<file path="config.mk">
export PLATFORM = sky130hd
export DESIGN_NAME = operand_bypass
export DESIGN_NICKNAME = d
export VERILOG_FILES = /design/src/verilog/rv_isa_pkg.sv /design/src/verilog/pipe_pkg.sv /design/src/verilog/operand_bypass.sv
export SDC_FILE = /design/constraint.sdc
export NUM_CORES = 1
export LEC_CHECK = 0
export ABC_AREA = 1
export ABC_CLOCK_PERIOD_IN_PS = 1200
export BUFFER_PORTS_ARGS = -buffer_cell sky130_fd_sc_hd__buf_4
export CORE_AREA = 2 2 146 148
export DETAILED_ROUTE_END_ITERATION = 7
export DIE_AREA = 0 0 148 150
export PLACE_DENSITY = 0.49
export SYNTH_ARGS = -nofsm -noshare
export SYNTH_HDL_FRONTEND = slang
export SYNTH_SLANG_ARGS = --single-unit
</file>
<file path="constraint.sdc">
create_clock -name vclk -period 1.2
set_input_delay 0 -clock vclk [all_inputs]
set_output_delay 0 -clock vclk [all_outputs]
set_load 0.1 [all_outputs]
</file>
<file path="src/verilog/rv_isa_pkg.sv">
package rv_isa_pkg;

  // datapath width
  localparam int XLEN = 32;
  typedef logic [XLEN-1:0] word_t;

  localparam int NUM_REGS = 32;
  typedef logic [$clog2(NUM_REGS)-1:0] reg_idx_t;

  // instruction ROM, word addressed
  localparam int ROM_WORDS = 256;
  typedef logic [$clog2(ROM_WORDS)-1:0] rom_addr_t;

  typedef logic [6:0] opcode_t;

  // opcodes kept by this core
  localparam opcode_t OP_LUI     = 7'b0110111;
  localparam opcode_t OP_REG_IMM = 7'b0010011;
  localparam opcode_t OP_REG_REG = 7'b0110011;
  localparam opcode_t OP_BRANCH  = 7'b1100011;
  localparam opcode_t OP_ENVIRON = 7'b1110011;

  // funct7, alternate form selects sub and sra
  localparam logic [6:0] F7_BASE = 7'b0000000;
  localparam logic [6:0] F7_ALT  = 7'b0100000;

  localparam word_t ECALL_INSN = 32'h0000_0073;
  localparam word_t PC_STEP    = 32'd4;

endpackage

</file>
<file path="src/verilog/pipe_pkg.sv">
package pipe_pkg;

  // what occupies a slot as it moves down the pipe
  typedef enum logic [2:0] {
    INVALID      = 3'd0,
    RESET        = 3'd1,
    NO_STALL     = 3'd2,
    TAKEN_BRANCH = 3'd4
  } cycle_status_e;

  // fetch to decode
  typedef struct packed {
    rv_isa_pkg::word_t pc;
    rv_isa_pkg::word_t insn;
  } decode_t;

  // decode to execute, register file data before bypass
  typedef struct packed {
    rv_isa_pkg::word_t pc;
    rv_isa_pkg::word_t insn;
    rv_isa_pkg::word_t rs1_data;
    rv_isa_pkg::word_t rs2_data;
  } execute_t;

  // execute to memory and memory to writeback
  typedef struct packed {
    rv_isa_pkg::word_t    pc;
    rv_isa_pkg::word_t    insn;
    rv_isa_pkg::reg_idx_t rd;
    logic                 rd_we;
    logic                 is_ecall;
    rv_isa_pkg::word_t    result;
  } result_t;

endpackage

</file>
<file path="src/verilog/operand_bypass.sv">
`timescale 1ns/1ps

module operand_bypass (
  input  rv_isa_pkg::word_t       ex_insn_i,
  input  rv_isa_pkg::word_t       ex_rs1_data_i,
  input  rv_isa_pkg::word_t       ex_rs2_data_i,
  input  pipe_pkg::result_t       mem_slot_i,
  input  pipe_pkg::result_t       wb_slot_i,
  input  pipe_pkg::cycle_status_e mem_status_i,
  input  pipe_pkg::cycle_status_e wb_status_i,
  output rv_isa_pkg::word_t       op_a_o,
  output rv_isa_pkg::word_t       op_b_o
);

  rv_isa_pkg::reg_idx_t rs1;
  rv_isa_pkg::reg_idx_t rs2;
  logic                 mem_fwd_ok;
  logic                 wb_fwd_ok;

  assign rs1 = ex_insn_i[19:15];
  assign rs2 = ex_insn_i[24:20];

  // only live slots that really write a register may forward
  assign mem_fwd_ok = (mem_status_i == pipe_pkg::NO_STALL) && mem_slot_i.rd_we &&
                      (mem_slot_i.rd != '0);
  assign wb_fwd_ok  = (wb_status_i == pipe_pkg::NO_STALL) && wb_slot_i.rd_we &&
                      (wb_slot_i.rd != '0);

  // younger producer in memory wins over writeback
  function automatic rv_isa_pkg::word_t pick(rv_isa_pkg::reg_idx_t src,
                                             rv_isa_pkg::word_t rf_data);
    if (mem_fwd_ok && mem_slot_i.rd == src) begin
      return mem_slot_i.result;
    end else if (wb_fwd_ok && wb_slot_i.rd == src) begin
      return wb_slot_i.result;
    end
    return rf_data;
  endfunction

  assign op_a_o = pick(rs1, ex_rs1_data_i);
  assign op_b_o = pick(rs2, ex_rs2_data_i);

endmodule

</file>
# Word-level counts from Yosys, hierarchy flattened
# Cells that the tools add are included.
[word_totals] reg_bits=0 output_inout_bits=64 word_cells=26
[op_classes] eq_ne=6 n_mux=10 n_reduce_logical=10
[op_table] op="32-bit 2-to-1 mux" count=6
[op_table] op="5-bit == test" count=4
[op_table] op="5-bit nonzero test" count=2
[op_table] op="1-bit logical AND" count=8
[op_table] op="3-bit by 2-bit == test with 1-bit output (second input constant)" count=2
[op_table] op="1-bit 2-to-1 mux" count=4

# Depth between registers and ports, before layout
[depth] depth_word=7 ltp_mapped=11 depth_no_buf=10

# Least setup slack after synthesis
# Ideal clock, no wire load.
[synth_timing] path_type="input -> output" startpoint="in mem_slot_i[38] in the netlist's numbering" endpoint="out op_b_o[29]" arrival_time_ns=1.551 required_time_ns=1.200 setup_slack_ns=-0.351 path_stages=7 path_buffers=2 cell_sequence="xor2_1 > nor2_2 > nand3_2 > buf_4 > buf_6 > nand3_1 > nand3_1"
[synth_via] elab_chain_len=5 elab_cells_between_ends=7 cone_classes="eq/ne: 1; mux: 3; reduce/logical: 3"
[synth_lines] element="start, declared" line="operand_bypass.sv:7" text="input pipe_pkg::result_t mem_slot_i,"
[synth_lines] element="5-bit nonzero test" line="operand_bypass.sv:25" text="(mem_slot_i.rd != '0);"
[synth_lines] element="1-bit logical AND" line="operand_bypass.sv:24" text="assign mem_fwd_ok = (mem_status_i == pipe_pkg::NO_STALL) && mem_slot_i.rd_we &&"
[synth_lines] element="1-bit logical AND *" line="operand_bypass.sv:32" text="if (mem_fwd_ok && mem_slot_i.rd == src) begin"
[synth_lines] element="32-bit 2-to-1 mux or 1-bit 2-to-1 mux (tied branches)" line="operand_bypass.sv:32"
[synth_lines] element="32-bit 2-to-1 mux *" line="operand_bypass.sv:37" text="return rf_data;"
[synth_lines] element="end, declared" line="operand_bypass.sv:12" text="output rv_isa_pkg::word_t op_b_o"
# Every way passes the cells marked *; elsewhere a longest branch is shown, timed or not.

# Worst setup path after layout
[layout_timing] startpoint="in mem_slot_i[38] in the netlist's numbering" endpoint="out op_b_o[23]"
# The elaborated chain is that of the path after synthesis.

==> results.sh <==
export IMPL_worstSetupPathType="input port to primary output"
export IMPL_cp_start_kind="input port"
export IMPL_path_buf_inv=4
export IMPL_avgViaCountPerCell=4.22
export IMPL_ys_seq_area_frac=0
export IMPL_diodes=0
export IMPL_wl_per_cell_um=17.2
export IMPL_yosys_warnings=0
export IMPL_fin_cells=1032
export IMPL_areaGrowthSynthToFinish_pct=218
export IMPL_max_stage_delay_ns=0.20
export IMPL_syn_area_per_cell_um2=4.56
export IMPL_setup_violations=64
export IMPL_tightest_slew_ns=0.253
export IMPL_whs_ns=0.360
export IMPL_period_share=1.17
export IMPL_start_util=0.114
export IMPL_fillers=2136
export IMPL_place_inst=1007
export IMPL_fin_ws_ns=-0.209
export IMPL_grt_ovfl_total=0
export IMPL_num_clock_buffers=0
export IMPL_drv_cap=0
export IMPL_routed_wl_mm=17.8
export IMPL_post_route_min_period_ns=1.41
export IMPL_slew_headroom=0.831
export IMPL_seq_cell_count=0
export IMPL_hp_start="ex_rs1_data_i[19]"
export IMPL_end_kind="primary output"
export IMPL_multi_input_area_mm2=0.00342
export IMPL_coreArea_mm2=0.0207
export IMPL_die_y_um=150
export IMPL_status="finished with violations"
export IMPL_grt_pass1_vias=4103
export IMPL_slowest_stage="buf_12"
export IMPL_dieWidth_um=148
export IMPL_powerDensity_mw_per_mm2=389
export IMPL_finalNetCount=1067
export IMPL_crit_fanout=7
export IMPL_worst_hold_path_type="input port to primary output"
export IMPL_place_area_mm2=0.00496
export IMPL_antenna_found_initial=0
export IMPL_arrival_ns=1.41
export IMPL_vias=4356
export IMPL_drc=0
export IMPL_leakage_nw=3.48
export IMPL_max_freq_mhz=710
export IMPL_gp_congestion=0.767
export IMPL_grt_max_degree=35
export IMPL_cp_top_family="buffers and inverters"
export IMPL_rsz0062_at_grt="true"
export IMPL_dp_hpwl_mm=11.0
export IMPL_grt_pass1_wl_mm=22.5
export IMPL_required_ns=1.20
export IMPL_design_area_mm2=0.00752
export IMPL_die_area_mm2=0.0222
export IMPL_synth_nets=826
export IMPL_drt_pass1_iterations=4
export IMPL_seqCellArea_um2=0
export IMPL_violations="setup timing"
export IMPL_row_count=53
export IMPL_ant_nets=0
export IMPL_final_hold_viol_count=0
export IMPL_ios=372
export IMPL_drive_above_1_share=0.670
export IMPL_first_iter_violations=111
export IMPL_utilization=0.364
export IMPL_irDropWorstVdd_mv=0.225
export IMPL_slew_viol_final=0
export IMPL_portBuffers=220
export IMPL_cp_cell_sequence="buf_4 > xor2_2 > nor2_4 > nand3_4 > buf_12 > clkbuf_16 > nand2_4 > nand3_4 > nand2_4 > buf_12"
export IMPL_grt_use_total=0.126
export IMPL_synth_cells=518
export IMPL_syn_area_mm2=0.00236
export IMPL_ys_types=18
export IMPL_worstHoldEndpoint="op_a_o[19]"
export IMPL_power_w=0.00293
export IMPL_hold_buffers=0
export IMPL_worstHoldPathCells=4
through the flow:
stage               setup WS, ns  setup TNS, ns
floorplan                -0.0832        -0.0832
global placement          -0.454         -23.48
detailed placement        -0.433         -23.05
CTS                       -0.218         -11.14
global route              -0.294         -15.26
finish                    -0.209          -9.81
cells by family after synthesis:
group	count (synthesis)	synth area share
AND/OR/NAND/NOR	381	0.724
buffers and inverters	125	0.231
XOR/XNOR	12	0.0445
routing by layer:
metal | share of wire | vias up | global-route usage
met1 | 0.42 | 2066 | 0.166
met2 | 0.52 | 149 | 0.233
met4 | 0.0034 | 0 | 0.00190
met3 | 0.054 | 6 | 0.0155
li1 | - | 2135 | -
met5 | 0 | - | 0
what timing repair did:
action / 4_1_cts / 5_1_grt
cloned: 3 / 14
pin swaps: 12 / 50
setup endpoints to repair: 64 / 64
buffers inserted: 1 / 7
gates resized for setup: 255 / 232
endpoints found under the hold margin: 0 / 0
tightest hold or removal path, delay by kind of cell:
kind	cells	cell delay, ns
AND/OR/NAND/NOR	2	0.10
buffers and inverters	2	0.25
worst max-delay path by stage:
stage,to,slack (ns),cells past startpoint,from
floorplan,op_b_o[29],-0.08,7,mem_slot_i[38]
global placement,op_b_o[24],-0.45,11,mem_status_i[0]
detailed placement,op_a_o[30],-0.43,12,wb_status_i[0]
CTS,op_b_o[24],-0.22,10,ex_insn_i[20]
global route,op_a_o[20],-0.29,11,ex_insn_i[15]
finish,op_b_o[23],-0.21,10,mem_slot_i[38]
layout make-up:
class	count	share of cell area
Timing Repair Buffer	277	0.454
Multi-Input combinational cell	393	0.455
Tap cell	275	0.0457
Inverter	87	0.0457
synth_stat cells:
| master | instances | area, um2 |
|---|---|---|
| clkbuf_1 | 10 | 37.5 |
| buf_4 | 10 | 75.1 |
| nor2_1 | 13 | 48.8 |
| inv_1 | 86 | 323 |
| nand4_1 | 34 | 213 |
| inv_2 | 1 | 3.75 |
| xor2_1 | 6 | 52.6 |
| buf_1 | 1 | 3.75 |
| xnor2_1 | 6 | 52.6 |
| nand3_1 | 136 | 681 |
| buf_2 | 14 | 70.1 |
| nor2_4 | 1 | 11.3 |
| nor2b_1 | 1 | 6.26 |
| nand3_2 | 2 | 20.0 |
| buf_6 | 3 | 33.8 |
| nor3_1 | 1 | 5.00 |
| nor2_2 | 1 | 6.26 |
| nand2_1 | 192 | 721 |
cells in the final DEF, fill, tap and decap left out:
cell,count
buf_12,78
buf_16,3
buf_4,164
buf_6,14
buf_8,7
clkbuf_16,11
clkinv_8,1
inv_1,78
inv_2,6
inv_4,2
nand2_1,69
nand2_2,20
nand2_4,100
nand2_8,3
nand3_1,58
nand3_2,51
nand3_4,29
nand4_1,34
nor2_1,5
nor2_2,3
nor2_4,7
nor2b_4,1
nor3_4,1
xnor2_1,2
xnor2_2,2
xnor2_4,2
xor2_1,4
xor2_2,1
xor2_4,1
power breakdown:
| group | leakage (nW) | internal, W | switching [W] |
|---|---|---|---|
| clock network | 0 | 0 | 0 |
| registers | 0 | 0 | 0 |
| logic | 3.48 | 0.00123 | 0.00170 |
(Power assumes the default switching activity.)
