==> src/verilog/rv_isa_pkg.sv <==
package rv_isa_pkg;

  // datapath width
  localparam int XLEN = 32;
  typedef logic [XLEN-1:0] word_t;

  localparam int NUM_REGS = 32;
  typedef logic [$clog2(NUM_REGS)-1:0] reg_idx_t;

  // instruction ROM, word addressed
  localparam int ROM_WORDS = 256;
  typedef logic [$clog2(ROM_WORDS)-1:0] rom_addr_t;

  typedef logic [6:0] opcode_t;

  // opcodes kept by this core
  localparam opcode_t OP_LUI     = 7'b0110111;
  localparam opcode_t OP_REG_IMM = 7'b0010011;
  localparam opcode_t OP_REG_REG = 7'b0110011;
  localparam opcode_t OP_BRANCH  = 7'b1100011;
  localparam opcode_t OP_ENVIRON = 7'b1110011;

  // funct7, alternate form selects sub and sra
  localparam logic [6:0] F7_BASE = 7'b0000000;
  localparam logic [6:0] F7_ALT  = 7'b0100000;

  localparam word_t ECALL_INSN = 32'h0000_0073;
  localparam word_t PC_STEP    = 32'd4;

endpackage

==> src/verilog/pipe_pkg.sv <==
package pipe_pkg;

  // what occupies a slot as it moves down the pipe
  typedef enum logic [2:0] {
    INVALID      = 3'd0,
    RESET        = 3'd1,
    NO_STALL     = 3'd2,
    TAKEN_BRANCH = 3'd4
  } cycle_status_e;

  // fetch to decode
  typedef struct packed {
    rv_isa_pkg::word_t pc;
    rv_isa_pkg::word_t insn;
  } decode_t;

  // decode to execute, register file data before bypass
  typedef struct packed {
    rv_isa_pkg::word_t pc;
    rv_isa_pkg::word_t insn;
    rv_isa_pkg::word_t rs1_data;
    rv_isa_pkg::word_t rs2_data;
  } execute_t;

  // execute to memory and memory to writeback
  typedef struct packed {
    rv_isa_pkg::word_t    pc;
    rv_isa_pkg::word_t    insn;
    rv_isa_pkg::reg_idx_t rd;
    logic                 rd_we;
    logic                 is_ecall;
    rv_isa_pkg::word_t    result;
  } result_t;

endpackage

==> src/verilog/stage_reg.sv <==
`timescale 1ns/1ps

module stage_reg #(
  parameter type payload_t = logic
) (
  input  logic                    clk,
  input  logic                    rst,
  input  logic                    flush_i,
  input  payload_t                data_i,
  input  pipe_pkg::cycle_status_e status_i,
  output payload_t                data_o,
  output pipe_pkg::cycle_status_e status_o
);

  always_ff @(posedge clk) begin
    if (rst) begin
      data_o   <= '0;
      status_o <= pipe_pkg::RESET;
    end else if (flush_i) begin
      // squashed slot keeps no payload
      data_o   <= '0;
      status_o <= pipe_pkg::TAKEN_BRANCH;
    end else begin
      data_o   <= data_i;
      status_o <= status_i;
    end
  end

endmodule

==> config.mk <==
export PLATFORM = sky130hd
export DESIGN_NAME = stage_reg
export DESIGN_NICKNAME = d
export VERILOG_FILES = /design/src/verilog/rv_isa_pkg.sv /design/src/verilog/pipe_pkg.sv /design/src/verilog/stage_reg.sv
export SDC_FILE = /design/constraint.sdc
export NUM_CORES = 1
export LEC_CHECK = 0
export BUFFER_PORTS_ARGS = -buffer_cell sky130_fd_sc_hd__buf_2
export CAP_MARGIN = 40
export CORE_AREA = 2 2 39 41
export DETAILED_ROUTE_END_ITERATION = 16
export DIE_AREA = 0 0 41 43
export PLACE_DENSITY_LB_ADDON = 0.05
export SYNTH_ARGS = -nofsm -noshare
export SYNTH_HDL_FRONTEND = slang
export SYNTH_SLANG_ARGS = --single-unit
==> constraint.sdc <==
create_clock -name clk -period 0.8 [get_ports clk]
set_clock_uncertainty 0.05 [all_clocks]
set_input_delay 0 -clock clk [delete_from_list [all_inputs] [get_ports clk]]
set_output_delay 0 -clock clk [all_outputs]
set_load 0.03 [all_outputs]
Word level (Yosys, flattened, before mapping)
Cells that the tools add are included.
{"block": "word_totals", "register_bits": 4, "input_bits": 7, "output_inout_bits": 4}
{"block": "op_classes", "muxes": 1, "reduce_logical": 1}
{"op": "$mux 3", "count": 1}
{"op": "$reduce_or 2->1", "count": 1}

Depth between registers and ports, before layout
Gate-level depths: netlist (run 1).
{"block": "depth", "ltp_word": 1, "ltp_mapped": 2, "mapped_depth_nobuf": 2}

Least setup slack after synthesis (run 1)
No wires, ideal clock.
{"block": "synth_timing", "path_kind": "register -> output", "from": "reg data_o", "to": "out data_o", "t_arrival_ns": 0.459, "slack_ns": 0.291, "path_stages_with_launch": 1, "n_path_buf": 0, "cell_sequence": "dfxtp_1"}
{"element": "start, declared", "line": "stage_reg.sv:11", "rtl": "output payload_t data_o,"}
{"element": "start signal, assigned", "line": "stage_reg.sv:24", "rtl": "data_o <= data_i;"}
No word-level cell between the ends.

Final worst setup path (run 1)
{"block": "layout_timing", "from": "in flush_i", "to": "reg status_o[0]"}
{"block": "layout_between", "elab_chain_cells": 1}
{"element": "start, declared", "line": "stage_reg.sv:8", "rtl": "input logic flush_i,"}
{"element": "$mux 3", "line": "stage_reg.sv:19", "rtl": "end else if (flush_i) begin"}
{"element": "end signal, assigned", "line": "stage_reg.sv:18", "rtl": "status_o <= pipe_pkg::RESET;"}
{"element": "end signal, assigned", "line": "stage_reg.sv:22", "rtl": "status_o <= pipe_pkg::TAKEN_BRANCH;"}
{"element": "end signal, assigned", "line": "stage_reg.sv:25", "rtl": "status_o <= status_i;"}
{"element": "end, declared", "line": "stage_reg.sv:12", "rtl": "output pipe_pkg::cycle_status_e status_o"}
Every way passes these cells.
A chain may end at the register's enable or synchronous reset.

==> run metrics, run 1 <==
status=completed; area growth from synthesis to layout=152%; CTS tree=yes; Distinct cells, synth=5; Clock Pin Slew Worst Setup and Hold Paths=0.04 ns; total grt overflow=0; fmax=1300 MHz; CP startpoint kind=input pin; mux cell area share after synthesis=0%; fin nets=38; fin crit share=96.3%; Detailed Route WL=355 µm; clk sink count=4; commonest non-fill, non-tap cells in the layout=dlygate4sd3_1 (6), buf_2 (6), clkbuf_4 (4), dfxtp_1 (4), buf_4 (3); number of global-route vias before repair=122; port bufs=10; Synth Area in Adders=0%; CP Buf/Inv Count=3; Pwr Density=1950 nW/µm²; final hold vios=0; Req. time, crit path=0.88 ns; hold_sp=status_i[2]; critical path class=input pin to flop; DP HPWL=242 µm; routed vias=139; ANT nets after route=0; xor-xnor portion of the synthesized cell area=0%; die area=1760 µm²; Post-Synth Simple-Gate Area=19.8%; Hold Path Sink=status_o[2]; setup_tns=0 ns; critical path data arrival time=0.85 ns; slowest stage cell, crit path=dlygate4sd3_1; Post-Syn Area=114 µm²; Total Routing Usage GR=6.33%; via/cell ratio=3.09; crit path cell chain=dlygate4sd3_1 > buf_4 > inv_1 > a21o_1; FF+latch count, synth=4; RD Place Congestion=0.546; I/O Pins=11; Max VDD drop=486 µV; largest cells by area after synthesis=dfxtp_1 (70%), nor3b_1 (13%), a21o_1 (6.6%), nor2_1 (6.6%), inv_1 (3.3%); Min-Delay Path Depth=4; CP endpoint kind=flop; chip width=41 µm; RSZ-0062 raised after global routing=no; Layout Utilization=20.7%; first-pass GRT wire length=572 µm; top cell type's share of synthesized area=70.3%; syn_area_per_cell=11.4 µm²; maxcap violations=0; Avg WL per Cell=7.89 µm; compound-gate portion of the synthesized area=6.59%; Die Y=43 µm; Slew Limit Headroom=89.8%; Lkg Pwr=0.138 nW; Crit path largest cell delay=0.52 ns; largest family of logic cells by synthesized area=simple AND/OR/NAND/NOR gates; synth warn=0; Ant. Diodes=0; number of placement rows=14; Slew Viols, Final=0; Synth Net Count=17; Hold WC Path Type=input pin to flop; CTS HTree Levels=1; CTS Buf Count=3; Power Total=558 µW; largest net degree at the start of global routing=5; sequential share of the synthesized area=70.3%; starting density of the core=8.23%; cell chosen for the clock root=clkbuf_4; endpoints failing setup=0; CP Max Fanout=4; largest area contributor in the netlist=dfxtp_1; share of cells above drive strength 1=51.7%; Pre-antenna DRT Iters=2; CP top delay family=buffers and inverters; DR iter-0 viols=1; clk buf depth=2; Min Clock Period, post-route=0.771 ns; initial antenna violation count=0; DRC=0; Tightest Pin Transition=0.154 ns; cell count after synthesis=10; filler cell count=162; core area=1380 µm²
power breakdown:
group | leakage, nW | internal, mW | switching (mW)
combinational | 0.0905 | 0.0499 | 0.0414
clock | 0.0138 | 0.168 | 0.0849
sequential | 0.0333 | 0.211 | 0.00276
total | 0.138 | 0.429 | 0.129
cell usage after synthesis (all sizes together):
library cell,number
nor3b,2
dfxtp,4
inv,1
a21o,1
nor2,2
final cells by class:
class	count	area, µm²	area share, %
tap	16	20.0	6.99
timing repair buffer	16	120	41.9
clock buffer	3	22.5	7.86
multi-input combinational	5	40.0	14.0
sequential	4	80.1	27.9
inverter	1	3.75	1.31
metal layers:
layer  global-route usage (%)  vias up  share of wire [%]
li1                         -       71                  -
met1                     5.79       60                 36
met2                     5.63        6                 48
met3                     6.28        2                 12
met4                     10.0        0                3.1
met5                        0        -                  0
worst max-delay path by stage:
stage / startpoint / end / slack (ns) / cells past startpoint
after CTS: status_o[0] / status_o[0] / 0.006 / 1
after floorplan: data_o / data_o / 0.29 / 0
after global routing: status_o[2] / status_o[2] / 0.003 / 1
after global placement: status_o[0] / status_o[0] / 0.27 / 1
final: flush_i / status_o[0] / 0.03 / 4
after detailed placement: status_o[0] / status_o[0] / 0.28 / 1
state kept, by name, indices dropped and copies added (netlist names):
name / flops
status_o: 3
data_o: 1
kinds of logic (layout without fill, tap and decap cells):
logic type	count (synthesis)	count (layout)
AO/OA/AOI/OAI	1	1
buffers and inverters	1	20
flip-flops	4	4
AND/OR/NAND/NOR	4	4
metrics by stage:
stage / setup WS [ns] / hold slack, ns / cells / area [µm²]
6_report: 0.0294 / 0.458 / 45 / 287
5_1_grt: 0.00343 / 0.460 / 45 / 287
4_1_cts: 0.00572 / 0.442 / 45 / 267
3_5_place_dp: 0.280 / 0.155 / 36 / 184
3_3_place_gp: 0.273 / 0.147 / 36 / 184
2_1_floorplan: 0.291 / 0.0224 / 10 / 114
what timing repair did:
item,CTS,global route
buffers inserted,0,0
setup endpoints to repair,0,6
hold endpoints to repair,4,0
hold buffers,6,0
gates resized for setup,0,8
Note: power is estimated with default switching activity, not from simulation.
==> run 2: changes to the inputs <==
==> constraint.sdc (replaced) <==
create_clock -name clk -period 0.8 [get_ports clk]
set_clock_uncertainty 0.05 [all_clocks]
set_input_delay 0.12 -clock clk [delete_from_list [all_inputs] [get_ports clk]]
set_output_delay 0.12 -clock clk [all_outputs]
set_load 0.03 [all_outputs]
==> run metrics, run 2 (synthesized netlist as in run 1, its figures left out) <==
die area=1760 µm²; CP endpoint kind=output pin; top flop regs=status_o: 3 flops, data_o: 1 flops; Req. time, crit path=0.63 ns; setup ws final=-0.0482 ns; combinational power share=13.5%; Lkg Pwr=0.113 nW; Die Y=43 µm; commonest non-fill, non-tap cells in the layout=buf_2 (6), dfxtp_2 (4), buf_6 (4), clkbuf_4 (3); total grt overflow=0; DP HPWL=242 µm; Slew Viols, Final=0; clk sink count=4; DRC=0; Max VDD drop=504 µV; CP startpoint kind=flop; RSZ-0062 raised after global routing=yes; Placed Instances=36; Clock Pin Slew Worst Setup and Hold Paths=0.04 ns; routed vias=114; Post-Layout Cell Count=39; crit path cell chain=buf_6; Tightest Pin Transition=0.172 ns; Psw=125 µW; Clk pwr share=46.3%; status=finished, violations left; area growth from synthesis to layout=108%; endpoints failing setup=4; commonest non-fill, non-tap cell in the layout=buf_2; Pre-antenna DRT Iters=2; Internal=417 µW; first-pass GRT wire length=538 µm; register area=85.1 µm²; core area=1380 µm²; number of placement rows=14; DR iter-0 viols=2; Detailed Route WL=331 µm; final hold vios=0; share of cells above drive strength 1=73.9%; Min Clock Period, post-route=0.848 ns; CP Buf/Inv Count=1; most flop-heavy register=status_o; CTS HTree Levels=1; CP top delay family=flip-flops; Hold WC Path Type=input pin to flop; Crit path largest cell delay=0.32 ns; initial antenna violation count=0; I/O Pins=11; cell chosen for the clock root=clkbuf_4; clk buf depth=2; CTS tree=yes; share of power burned in registers=40.2%; critical path class=flop to output pin; filler cell count=162; chip width=41 µm; maxcap violations=0; fin nets=32; Ant. Diodes=0; max reg flops=3; dpl ws=0.160 ns; port bufs=10; Sw Share=23.1%; violated checks=negative setup slack; slowest stage cell, crit path=dfxtp_2; fmax=1180 MHz; CTS Buf Count=3; Total Routing Usage GR=6.02%; starting density of the core=8.23%; Pwr Density=2290 nW/µm²; ANT nets after route=0; post-CTS setup buffers=0; RD Place Congestion=0.546; number of global-route vias before repair=110; critical path data arrival time=0.68 ns; largest net degree at the start of global routing=5; Avg WL per Cell=8.49 µm; Slew Limit Headroom=88.5%; CP Max Fanout=1; footprint of the multi-input gates=30.0 µm²; via/cell ratio=2.92; fin crit share=106%
run 2: worst min-delay path, cell delays in order:
cell and delay (ns):
buf_2 0.08, nor2_1 0.03, nor2_1 0.06
run 2: final timing paths:
check | start | to | slack (ns) | cells after the start
worst max-delay path | status_o[0] | status_o[0] | -0.05 | 1
worst min-delay path | status_i[2] | status_o[2] | 0.04 | 3
run 2: power by group through the flow:
stage	Combinational, mW	Clock [mW]	Sequential [mW]
global route	0.0783	0.295	0.219
detailed placement	0.0609	0	0.216
floorplan	0.00891	0	0.239
CTS	0.0736	0.267	0.218
global placement	0.0612	0	0.216
finish	0.0731	0.251	0.218
run 2: through the flow:
step / hold slack [ns] / util, % / setup TNS [ns] / power (mW) / area [µm²]
floorplan: 0.142 / - / 0 / 0.248 / 114
global placement: 0.267 / 13.3 / 0 / 0.277 / 184
detailed placement: 0.275 / 13.3 / 0 / 0.277 / 184
CTS: 0.0309 / 17.1 / -0.190 / 0.559 / 236
global route: 0.0372 / 17.1 / -0.281 / 0.592 / 236
finish: 0.0409 / 17.1 / -0.145 / 0.542 / 236
run 2: layout make-up:
| type | instances | share of cell area (%) |
|---|---|---|
| clock buffer | 3 | 9.52 |
| inverter | 1 | 1.59 |
| timing repair buffer | 10 | 31.7 |
| multi-input combinational | 5 | 12.7 |
| sequential | 4 | 36.0 |
| tap | 16 | 8.47 |
run 2: timing repair:
action	4_1_cts	5_1_grt
setup endpoints to repair	4	4
hold buffers	0	0
resized for setup	12	0
run 2: per-layer routing:
layer  wire length (µm)  vias to the layer above  GRT usage [%]
li1                   -                       59              -
met1                125                       47           4.82
met2                149                        6           5.63
met3                 44                        2           6.28
met4                 11                        0           10.0
met5                  0                        -              0
