`src/verilog/rv_isa_pkg.sv`:
```
package rv_isa_pkg;

  // datapath width
  localparam int XLEN = 32;
  typedef logic [XLEN-1:0] word_t;

  localparam int NUM_REGS = 32;
  typedef logic [$clog2(NUM_REGS)-1:0] reg_idx_t;

  // instruction ROM, word addressed
  localparam int ROM_WORDS = 256;
  typedef logic [$clog2(ROM_WORDS)-1:0] rom_addr_t;

  typedef logic [6:0] opcode_t;

  // opcodes kept by this core
  localparam opcode_t OP_LUI     = 7'b0110111;
  localparam opcode_t OP_REG_IMM = 7'b0010011;
  localparam opcode_t OP_REG_REG = 7'b0110011;
  localparam opcode_t OP_BRANCH  = 7'b1100011;
  localparam opcode_t OP_ENVIRON = 7'b1110011;

  // funct7, alternate form selects sub and sra
  localparam logic [6:0] F7_BASE = 7'b0000000;
  localparam logic [6:0] F7_ALT  = 7'b0100000;

  localparam word_t ECALL_INSN = 32'h0000_0073;
  localparam word_t PC_STEP    = 32'd4;

endpackage

```
`src/verilog/pipe_pkg.sv`:
```
package pipe_pkg;

  // what occupies a slot as it moves down the pipe
  typedef enum logic [2:0] {
    INVALID      = 3'd0,
    RESET        = 3'd1,
    NO_STALL     = 3'd2,
    TAKEN_BRANCH = 3'd4
  } cycle_status_e;

  // fetch to decode
  typedef struct packed {
    rv_isa_pkg::word_t pc;
    rv_isa_pkg::word_t insn;
  } decode_t;

  // decode to execute, register file data before bypass
  typedef struct packed {
    rv_isa_pkg::word_t pc;
    rv_isa_pkg::word_t insn;
    rv_isa_pkg::word_t rs1_data;
    rv_isa_pkg::word_t rs2_data;
  } execute_t;

  // execute to memory and memory to writeback
  typedef struct packed {
    rv_isa_pkg::word_t    pc;
    rv_isa_pkg::word_t    insn;
    rv_isa_pkg::reg_idx_t rd;
    logic                 rd_we;
    logic                 is_ecall;
    rv_isa_pkg::word_t    result;
  } result_t;

endpackage

```
`src/verilog/exec_unit.sv`:
```
`timescale 1ns/1ps

module exec_unit (
  input  pipe_pkg::execute_t      ex_slot_i,
  input  pipe_pkg::cycle_status_e ex_status_i,
  input  rv_isa_pkg::word_t       op_a_i,
  input  rv_isa_pkg::word_t       op_b_i,
  output pipe_pkg::result_t       result_o,
  output pipe_pkg::cycle_status_e status_o,
  output logic                    branch_taken_o,
  output rv_isa_pkg::word_t       branch_target_o
);

  rv_isa_pkg::opcode_t opcode;
  logic [2:0]          funct3;
  logic [6:0]          funct7;
  logic                is_reg_reg;
  logic                alt;
  rv_isa_pkg::word_t   imm_i;
  rv_isa_pkg::word_t   imm_b;
  rv_isa_pkg::word_t   imm_u;
  rv_isa_pkg::word_t   alu_b;
  logic [4:0]          shamt;
  rv_isa_pkg::word_t   alu_out;
  logic                writes_rd;
  logic                cond_true;
  logic                illegal;
  logic                live;

  assign opcode     = ex_slot_i.insn[6:0];
  assign funct3     = ex_slot_i.insn[14:12];
  assign funct7     = ex_slot_i.insn[31:25];
  assign is_reg_reg = (opcode == rv_isa_pkg::OP_REG_REG);
  assign alt        = (funct7 == rv_isa_pkg::F7_ALT);
  assign live       = (ex_status_i == pipe_pkg::NO_STALL);

  // immediate forms
  assign imm_i = {{20{ex_slot_i.insn[31]}}, ex_slot_i.insn[31:20]};
  assign imm_b = {{20{ex_slot_i.insn[31]}}, ex_slot_i.insn[7], ex_slot_i.insn[30:25],
                  ex_slot_i.insn[11:8], 1'b0};
  assign imm_u = {ex_slot_i.insn[31:12], 12'b0};

  // reg-imm ops take the I immediate as second operand
  assign alu_b = is_reg_reg ? op_b_i : imm_i;
  assign shamt = is_reg_reg ? op_b_i[4:0] : ex_slot_i.insn[24:20];

  always_comb begin
    case (funct3)
      3'b000: alu_out = (is_reg_reg && alt) ? op_a_i - alu_b : op_a_i + alu_b;
      3'b001: alu_out = op_a_i << shamt;
      3'b010: alu_out = {31'b0, $signed(op_a_i) < $signed(alu_b)};
      3'b011: alu_out = {31'b0, op_a_i < alu_b};
      3'b100: alu_out = op_a_i ^ alu_b;
      3'b101: begin
        // kept apart so the arithmetic shift stays signed
        if (alt) begin
          alu_out = $signed(op_a_i) >>> shamt;
        end else begin
          alu_out = op_a_i >> shamt;
        end
      end
      3'b110: alu_out = op_a_i | alu_b;
      default: alu_out = op_a_i & alu_b;
    endcase
  end

  // class decode, legality and branch compare
  always_comb begin
    writes_rd = 1'b0;
    cond_true = 1'b0;
    illegal   = 1'b0;
    case (opcode)
      rv_isa_pkg::OP_LUI: writes_rd = 1'b1;
      rv_isa_pkg::OP_REG_IMM: begin
        writes_rd = 1'b1;
        if (funct3 == 3'b001) begin
          illegal = (funct7 != rv_isa_pkg::F7_BASE);
        end else if (funct3 == 3'b101) begin
          illegal = (funct7 != rv_isa_pkg::F7_BASE) && !alt;
        end
      end
      rv_isa_pkg::OP_REG_REG: begin
        writes_rd = 1'b1;
        illegal   = (funct7 != rv_isa_pkg::F7_BASE) &&
                    !(alt && (funct3 == 3'b000 || funct3 == 3'b101));
      end
      rv_isa_pkg::OP_BRANCH: begin
        case (funct3)
          3'b000: cond_true = (op_a_i == op_b_i);
          3'b001: cond_true = (op_a_i != op_b_i);
          3'b100: cond_true = ($signed(op_a_i) < $signed(op_b_i));
          3'b101: cond_true = ($signed(op_a_i) >= $signed(op_b_i));
          3'b110: cond_true = (op_a_i < op_b_i);
          3'b111: cond_true = (op_a_i >= op_b_i);
          default: illegal = 1'b1;
        endcase
      end
      rv_isa_pkg::OP_ENVIRON: illegal = (ex_slot_i.insn != rv_isa_pkg::ECALL_INSN);
      default: illegal = 1'b1;
    endcase
  end

  always_comb begin
    result_o.pc       = ex_slot_i.pc;
    result_o.insn     = ex_slot_i.insn;
    result_o.rd       = ex_slot_i.insn[11:7];
    // writes to x0 are dropped here
    result_o.rd_we    = live && writes_rd && !illegal && (ex_slot_i.insn[11:7] != '0);
    result_o.is_ecall = live && (ex_slot_i.insn == rv_isa_pkg::ECALL_INSN);
    if (!live) begin
      result_o.result = '0;
    end else if (opcode == rv_isa_pkg::OP_LUI) begin
      result_o.result = imm_u;
    end else begin
      result_o.result = alu_out;
    end
  end

  assign status_o        = (live && illegal) ? pipe_pkg::INVALID : ex_status_i;
  assign branch_taken_o  = live && cond_true;
  assign branch_target_o = branch_taken_o ? ex_slot_i.pc + imm_b : '0;

endmodule

```
`config.mk`:
```
export PLATFORM = sky130hd
export DESIGN_NAME = exec_unit
export DESIGN_NICKNAME = d
export VERILOG_FILES = /design/src/verilog/rv_isa_pkg.sv /design/src/verilog/pipe_pkg.sv /design/src/verilog/exec_unit.sv
export SDC_FILE = /design/constraint.sdc
export NUM_CORES = 1
export LEC_CHECK = 0
export BUFFER_PORTS_ARGS = -buffer_cell sky130_fd_sc_hd__buf_2
export CAP_MARGIN = 5
export CORE_ASPECT_RATIO = 1.5
export CORE_MARGIN = 2
export CORE_UTILIZATION = 50
export DETAILED_ROUTE_END_ITERATION = 6
export MAX_ROUTING_LAYER = met4
export PLACE_DENSITY = 0.76
export SETUP_SLACK_MARGIN = 0.1
export SLEW_MARGIN = 20
export SYNTH_ARGS = -nofsm -noshare
export SYNTH_HDL_FRONTEND = slang
export SYNTH_SLANG_ARGS = --single-unit
export TNS_END_PERCENT = 5
```
`constraint.sdc`:
```
create_clock -name vclk -period 10.2
set_clock_uncertainty 0.15 [all_clocks]
set_input_delay 2.55 -clock vclk [all_inputs]
set_output_delay 2.55 -clock vclk [all_outputs]
set_load 0.02 [all_outputs]
```
## Word-level counts from Yosys, hierarchy flattened

Index checks and enable logic that the tools add are counted.

- Add/sub/neg operators: 3
- Multiply operators: 0
- Divide/modulo/power cells: 0
- $lt $le $gt $ge: 6
- Equal/unequal tests: 18
- Shift-type cells: 3
- Mux-type cells: 16
- Bitwise logic cells: 3
- Reductions and logical operators: 19

Operators with widths:

| kind | number |
|---|---|
| 32-bit case mux with 7 select lines | 1 |
| 32-bit two-way mux | 6 |
| 32-bit < comparator | 4 |
| 32-bit adder | 2 |
| 32-bit greater-or-equal comparator | 2 |
| 32-bit bitwise AND | 1 |
| 32-bit == test | 1 |
| 32-bit by 7-bit == test with 1-bit output (second input constant) | 1 |
| 32-bit inequality test | 1 |
| 32-bit by 7-bit inequality test with 1-bit output (second input constant) | 1 |
| 32-bit OR | 1 |
| 32-bit by 5-bit << shifter with 32-bit output | 1 |
| 32-bit by 5-bit >> shifter with 32-bit output | 1 |
| 32-bit by 5-bit >>> shifter with 32-bit output | 1 |
| 32-bit subtractor | 1 |
| 32-bit XOR | 1 |
| 7-bit by 6-bit == test with 1-bit output (second input constant) | 3 |
| 7-bit == test (second input constant) | 2 |
| 3-bit == test (second input constant) | 4 |
| 1-bit logical AND | 10 |
| 3-bit by 2-bit == test with 1-bit output (second input constant) | 3 |
| 7-bit by 5-bit == test with 1-bit output (second input constant) | 1 |
| 7-bit nonzero test | 1 |
| 1-bit case mux with 6 select lines | 1 |
| 11 further kinds | 17 |

- Bits in registers: 0
- Latch bits: 0
- Bits in writable memories: 0
- Memory bits (read-only): 0
- Input port bits: 195
- Output and inout bits: 139
- Word-level logic and storage cells: 68
- Memories: 0

## Depth between registers and ports, before layout

Gate-level depths: netlist of the first run.

- Depth in word-level cells: 9
- Gate-level depth with buffers: 20
- Depth with buffers taken out: 16

## Least setup slack after synthesis of the first run

OpenSTA, ideal clock, no wires.

- Path type: input -> output
- From: input port ex_slot_i[67] (netlist name)
- To: output port result_o[28] (netlist name)
- Data arrival time: 6.864 ns
- Required time: 7.500 ns
- Slack: 0.636 ns
- Cell stages on the path: 18
- Path buffers: 3
- Cells stage by stage: nand4b_2 o21ai_1 nand2_1 buf_2 buf_2 clkbuf_1 ha_1 fa_1 a21oi_1 o221ai_1 a311oi_1 o31a_1 o31ai_1 a31oi_1 o22ai_1 o21a_1 o31a_1 o21ai_1

RTL lines:

| item | line | RTL |
|---|---|---|
| start, declared | exec_unit.sv:4 | `input pipe_pkg::execute_t ex_slot_i,` |
| end, declared | exec_unit.sv:8 | `output pipe_pkg::result_t result_o,` |

==> results of run 1 <==
metal layers:
layer,track usage (%),vias up,part of all wire (%)
li1,-,7716,-
met1,56.7,8386,32
met2,80.7,1512,43
met3,16.0,534,13
met4,50.3,0,12
met5,-,-,0
layout by cell type (no fill, tap or decap), drive strengths merged, types with 9 or more instances in the layout:
cell,netlist,final
a211oi,37,37
a21boi,25,25
a21o,64,64
a21oi,181,181
a221oi,10,10
a22o,11,11
a31oi,37,37
and2,13,13
and3,13,13
buf,108,349
diode,0,9
ha,153,153
inv,150,150
mux2,12,12
mux2i,60,60
mux4,18,18
nand2,157,157
nand2b,16,16
nand3,84,84
nand4,20,20
nor2,147,147
nor2b,18,18
nor3,78,78
nor4,18,18
o211ai,45,45
o21a,15,15
o21ai,157,157
o21bai,14,14
o221ai,10,10
o22ai,16,16
o31ai,21,21
o32ai,9,9
or3,19,19
xnor2,43,43
xor2,15,15
cell type report:
type | count | area (um^2)
antenna | 9 | 22.5
fill | 2677 | 11800
inverter | 151 | 567
multi-input combinational | 1658 | 11600
tap | 337 | 422
timing repair buffer | 349 | 1940
path summary, 6_finish.rpt:
kind | endpoint | cells past startpoint | from
min | result_o[75] | 2 | ex_slot_i[100]
max | result_o[17] | 20 | ex_slot_i[66]
power by group through the flow:
stage | logic (mW) | registers [mW] | clock network, mW
final | 0.865 | 0 | 0.0000000854
after global routing | 0.902 | 0 | 0.0000000574
after CTS | 0.816 | 0 | 0
after detailed placement | 0.811 | 0 | 0
after global placement | 0.801 | 0 | 0
after floorplan | 0.538 | 0 | 0
stage by stage:
stage                     cells  hold WS (ns)  total power [mW]  utilization, %  worst slack, ns
after floorplan            2014          5.06             0.538               -            0.636
after global placement     2495          5.19             0.801            55.1            0.549
after detailed placement   2495          5.19             0.811            55.1            0.535
after CTS                  2495          5.19             0.816            55.1            0.502
after global routing       2502          5.19             0.902            55.2            0.230
final                      2504          5.19             0.865            55.2            0.255
logic make-up (layout without fill, tap and decap cells):
| family | count (synthesis) | in the layout | share of synthesized area, % |
|---|---|---|---|
| AO/OA/AOI/OAI | 744 | 744 | 37.4 |
| other | 0 | 9 | 0 |
| adder cells (fa/ha/maj) | 155 | 155 | 14.8 |
| AND/OR/NAND/NOR | 611 | 611 | 22.5 |
| multiplexers | 90 | 90 | 8.64 |
| XOR/XNOR | 58 | 58 | 3.83 |
| buffers and inverters | 356 | 500 | 12.8 |
cell usage after synthesis (all sizes together), types with 8 or more instances:
cell type	instances	area share [%]
a221oi	10	0.66
nor2b	18	0.85
mux4	18	3.1
clkbuf	97	2.7
a21boi	25	1.5
mux2i	60	4.6
a311oi	8	0.53
o221ai	10	0.71
o21a	15	0.85
a211oi	37	2.1
xnor2	43	2.8
buf	108	5.8
nand4	20	0.94
a22o	11	0.73
a31oi	37	1.9
nand3	84	3.2
nor3	78	3.2
mux2	12	1.0
o22ai	16	0.76
or3	19	0.90
o211ai	45	2.6
xor2	15	0.99
inv	150	4.3
nor4	18	0.94
a21oi	181	6.9
and3	13	0.61
o21ai	157	6.2
ha	153	14
nand2b	16	0.76
nor2	147	4.3
nand2	157	4.4
o21bai	14	0.79
o31ai	21	1.2
and2	13	0.61
a2111oi	8	0.53
a21o	64	3.6
o31a	8	0.53
o32ai	9	0.60
==> impl_results.md, run 1 <==
- DRC: 0
- Setup TNS: 0 ns
- Total number of vias: 18100
- Average cell area after synthesis: 6.58 um^2
- Tmin final: around 10 ns
- Final count of pins violating max slew: 0
- Critical-path top delay cell: a2111oi_0
- Chip height: 203 um
- Critical Path Max Stage Delay: 0.67 ns
- IR drop worst, VDD: around 0.034 mV
- Layout cells sized above 1: 19.7%
- Syn Inst Count: 2014
- Port bufs: between 200 and 300
- Crit share post-route: 97.5%
- Io pins: 334
- Pwr dens: 59.5 mW/mm^2
- Clkbuf count: 0
- # Post-CTS Setup Buffers: 0
- Detailed router's first-iteration violation count: 2350
- Congestion Overflow GR: 0
- Drt pass-1 iters: 6
- Syn-to-layout area delta: 9.68%
- Post-route cell area: ~0.015 mm^2
- Switching pwr: 0.571 mW
- Cell mode on critical path: buf_4
- Final hold violations: 0
- Worst Path Required: 7.50 ns
- Int Pwr: 0.294 mW
- P_leak: 6.85 nW
- Initial antenna violation count: 10
- Final setup violation count: 0
- DRT Wirelength: 75.7 mm
- CP max FO: 12
- Number of global-route vias before repair: 17300
- Arrival @ worst endpoint: 7.24 ns
- Gpl congestion: 1.14
- Reg area: 0 um^2
- Cells along the critical path: buf_2, or3b_1, buf_4, nor2_2, buf_4, a21o_1, inv_1, ha_1, nor4_1, o21a_1, o31ai_1, nor4_2, buf_4, nor3_1, o21ai_1, xnor2_1, a2111oi_0, buf_4, nor4_1, buf_2
- DRT antenna net count: 0
- Syn nets: ~2400
- Total GRT Usage: 54.3%
- DP HPWL: around 60 mm
- Synth warn: 0
- Worst setup EP type: output pin
- Avg WL per Cell: 30.3 um
- Logic pwr share: 100.0%
- First-pass GRT wire length: 109 mm
- Sequential cell count: 0
- Initial Util: about half
- Placed Area: 0.0145 mm^2
- Die area: about 0.028 mm^2
- Hold Buf Count CTS: 0
- Crit Path Category: input port to output pin
- Fmax: about 100 MHz
- Crit path launch type: input port
- RSZ-0062 raised after global routing: no
- Netlist cell types: 98
- Core area: ~0.026 mm^2
- Slew HR: 9.85%
- Post-cts gate resize count: 0
- Switching Fraction: 66.0%
- Status: completed
- Die W: 137 um
- Clock power share: 0%
- Total of max-cap violations: 0
- Share of power burned in registers: 0%
- Worst slew pin tran: 1.34 ns
- Seq/Total Area, Yosys: 0%
- Synthesized area: ~0.013 mm^2
- Row count: 73
- Routed vias/inst: 7.25
- Hold Path Class: input port to output pin
- CP Buf/Inv Count: 7
- Nets@finish: 2510
- Crit-path leading delay family: simple AND/OR/NAND/NOR gates
- Largest net degree at the start of global routing: 59
Power figures use the tool's default switching activity.
==> run 2, diff against run 1 <==
- BUFFER_PORTS_ARGS: -buffer_cell sky130_fd_sc_hd__buf_2 -> -buffer_cell sky130_fd_sc_hd__clkbuf_2
==> run 2 against run 1 <==
Compared with the run above:
- hold slack worse by 0.0021 ns
- the run now ends with design-rule violations left
- critical path type unchanged
- sequential cell count unchanged
- first-iteration DRC count shrank 0.34%
- core utilization up 0.086 points
- count of clock-buffer cells in the layout unchanged
- sequential share of layout area unchanged
- power increased by 0.44%
- via count shrank 1.1%
==> impl_results.md, run 2 (synthesis results as in run 1) <==
- Status: complete, but fails checks (was completed)
- Failing checks: design-rule violations
- Initial Util: 50.4% (unchanged)
- Worst setup EP type: output pin (unchanged)
- Final WS setup: 0.214 ns (was 0.255 ns)
- DRC: 1 (was 0)
- Worst Path Required: 7.50 ns (about the same)
- Drt pass-1 iters: 7 (was 6)
- First-pass GRT wire length: 109 mm (about the same)
- Cells along the critical path: clkbuf_2, or3b_1, o21ai_1, nand2_1, ha_1, fa_1, a21oi_1, o221ai_1, a311oi_1, buf_4, o31a_1, o31ai_1, a31oi_1, o22ai_1, o21a_1, o31a_1, o21ai_1, clkbuf_2 (was buf_2, or3b_1, buf_4, nor2_2, buf_4, a21o_1, inv_1, ha_1, nor4_1, o21a_1, o31ai_1, nor4_2, buf_4, nor3_1, o21ai_1, xnor2_1, a2111oi_0, buf_4, nor4_1, buf_2)
- Non-Filler Instances: 2506 (was 2504)
- DP HPWL: 59.0 mm (was 59.2 mm)
- Total number of vias: 18000 (was 18100)
- Layout cells sized above 1: 19.7% (unchanged)
- Final setup violation count: 0 (unchanged)
- RSZ-0062 raised after global routing: yes (was no)
- Row count: 73 (unchanged)
- Slew HR: 13.6% (was 9.85%)
- Clkbuf count: 0 (unchanged)
- Sequential cell count: 0 (unchanged)
- Number of global-route vias before repair: 17300 (about the same)
- Commonest non-fill, non-tap cells in the layout: clkbuf_2, a21oi_1, nand2_1, ha_1, inv_1 (was buf_2, a21oi_1, nand2_1, ha_1, inv_1)
- Crit Path Category: input port to output pin (unchanged)
- P_leak: 6.84 nW (was 6.85 nW)
- Crit path launch type: input port (unchanged)
- Syn-to-layout area delta: 9.85% (was 9.68%)
- Io pins: 334 (unchanged)
- Die W: 137 um (unchanged)
- Congestion Overflow GR: 0 (unchanged)
- Final count of pins violating max slew: 0 (unchanged)
- Gpl congestion: 1.14 (about the same)
- Final hold violations: 0 (unchanged)
- Avg WL per Cell: 30.3 um (about the same)
- CP max FO: 7 (was 12)
- Cells after DPL: 2495 (unchanged)
- Nets@finish: 2510 (unchanged)
- Routed vias/inst: 7.16 (was 7.25)
- DRT antenna net count: 0 (unchanged)
- Die area: 0.0278 mm^2 (unchanged)
- Total GRT Usage: 54.4% (was 54.3%)
- Hold Path Class: input port to output pin (unchanged)
- Setup TNS: 0 ns (unchanged)
- Largest net degree at the start of global routing: 61 (was 59)
- DRT Wirelength: 75.8 mm (was 75.7 mm)
- Chip height: 203 um (unchanged)
- Setup slack at placement: 0.419 ns (was 0.535 ns)
- Worst Hold Path Cells: 2 (unchanged)
- Crit share post-route: 97.9% (was 97.5%)
- Port bufs: 270 (unchanged)
- Critical Path Max Stage Delay: 0.54 ns (was 0.67 ns)
- Critical-path top delay cell: or3b_1 (was a2111oi_0)
- Reg area: 0 um^2 (unchanged)
- Total of max-cap violations: 0 (unchanged)
- Fmax: 100 MHz (was 101 MHz)
- Initial antenna violation count: 10 (unchanged)
- Detailed router's first-iteration violation count: 2342 (was 2350)
- Worst slew pin tran: 1.28 ns (was 1.34 ns)
- Core area: 0.0263 mm^2 (unchanged)
- IR drop worst, VDD: 0.0463 mV (was 0.0344 mV)
- Most common cell after layout, fill and taps aside: clkbuf_2 (was buf_2)
- Fillers: 2737 (was 2677)
- Multi-input logic area: 0.0116 mm^2 (about the same)
- WHS: 5.18 ns (was 5.19 ns)
- Arrival @ worst endpoint: 7.29 ns (was 7.24 ns)
- Min-delay src: ex_status_i[0] (was ex_slot_i[100])
- Pwr dens: 59.7 mW/mm^2 (was 59.5 mW/mm^2)
- Tmin final: 9.99 ns (was 9.94 ns)
- Hold endpoint: status_o[0] (was result_o[75])
-- run 2: changes by cell type in the layout (fill, tap and decap cells not counted), sizes merged --
cell | previous run | this run
diode | 9 | 11
clkbuf | 0 | 270
buf | 349 | 79
-- run 2: area by class of cell --
class                           instances  area share (%)
Inverter                              151            3.90
Tap cell                              337            2.90
Multi-Input combinational cell       1658            79.6
Antenna cell                           11           0.189
Timing Repair Buffer                  349            13.4
-- run 2: power breakdown --
part	leakage (nW)	switching [mW]	internal, mW	total [mW]
registers	0	0	0	0
clock network	0.0000699	0	0.000000105	0.000000105
logic	6.84	0.573	0.296	0.869
-- run 2: metrics by stage --
| step | area [um^2] | power [mW] | util (%) |
|---|---|---|---|
| finish | 14600 | 0.869 | 55.3 |
| detailed placement | 14500 | 0.812 | 55.2 |
| CTS | 14500 | 0.817 | 55.2 |
| global route | 14500 | 0.907 | 55.3 |
| floorplan | 13200 | 0.538 | - |
| global placement | 14500 | 0.802 | 55.2 |
-- run 2: routing by layer --
metal  routed length [um]  vias up  part of all wire [%]  track usage (%)
met5                    0        -                     0                -
met4                 9130        0                    12             48.9
li1                     -     7722                     -                -
met1                24200     8207                    32             55.0
met3                10000      559                    13             21.0
met2                32400     1464                    43             80.4
-- run 2: how the worst max path moves through the flow --
stage / from / endpoint / slack (ns) / cells after the start
after floorplan: ex_slot_i[67] / result_o[28] / 0.64 / 18
after global placement: ex_slot_i[66] / result_o[26] / 0.44 / 18
after detailed placement: ex_slot_i[66] / result_o[26] / 0.42 / 18
after CTS: ex_slot_i[66] / result_o[26] / 0.39 / 18
after global routing: ex_slot_i[66] / result_o[28] / 0.08 / 18
final: ex_slot_i[66] / result_o[28] / 0.21 / 18
-- run 2: worst max-delay path, delay by kind of cell --
kind,cells,cell delay (ns)
AO/OA/AOI/OAI,11,2.83
adder cells (fa/ha/maj),2,0.69
buffers and inverters,3,0.54
AND/OR/NAND/NOR,2,0.67
-- run 2: what timing repair did --
item	in CTS	in global routing
setup buffers	0	0
hold buffers	0	0
endpoints found under the setup margin	0	2
resized for setup	0	1
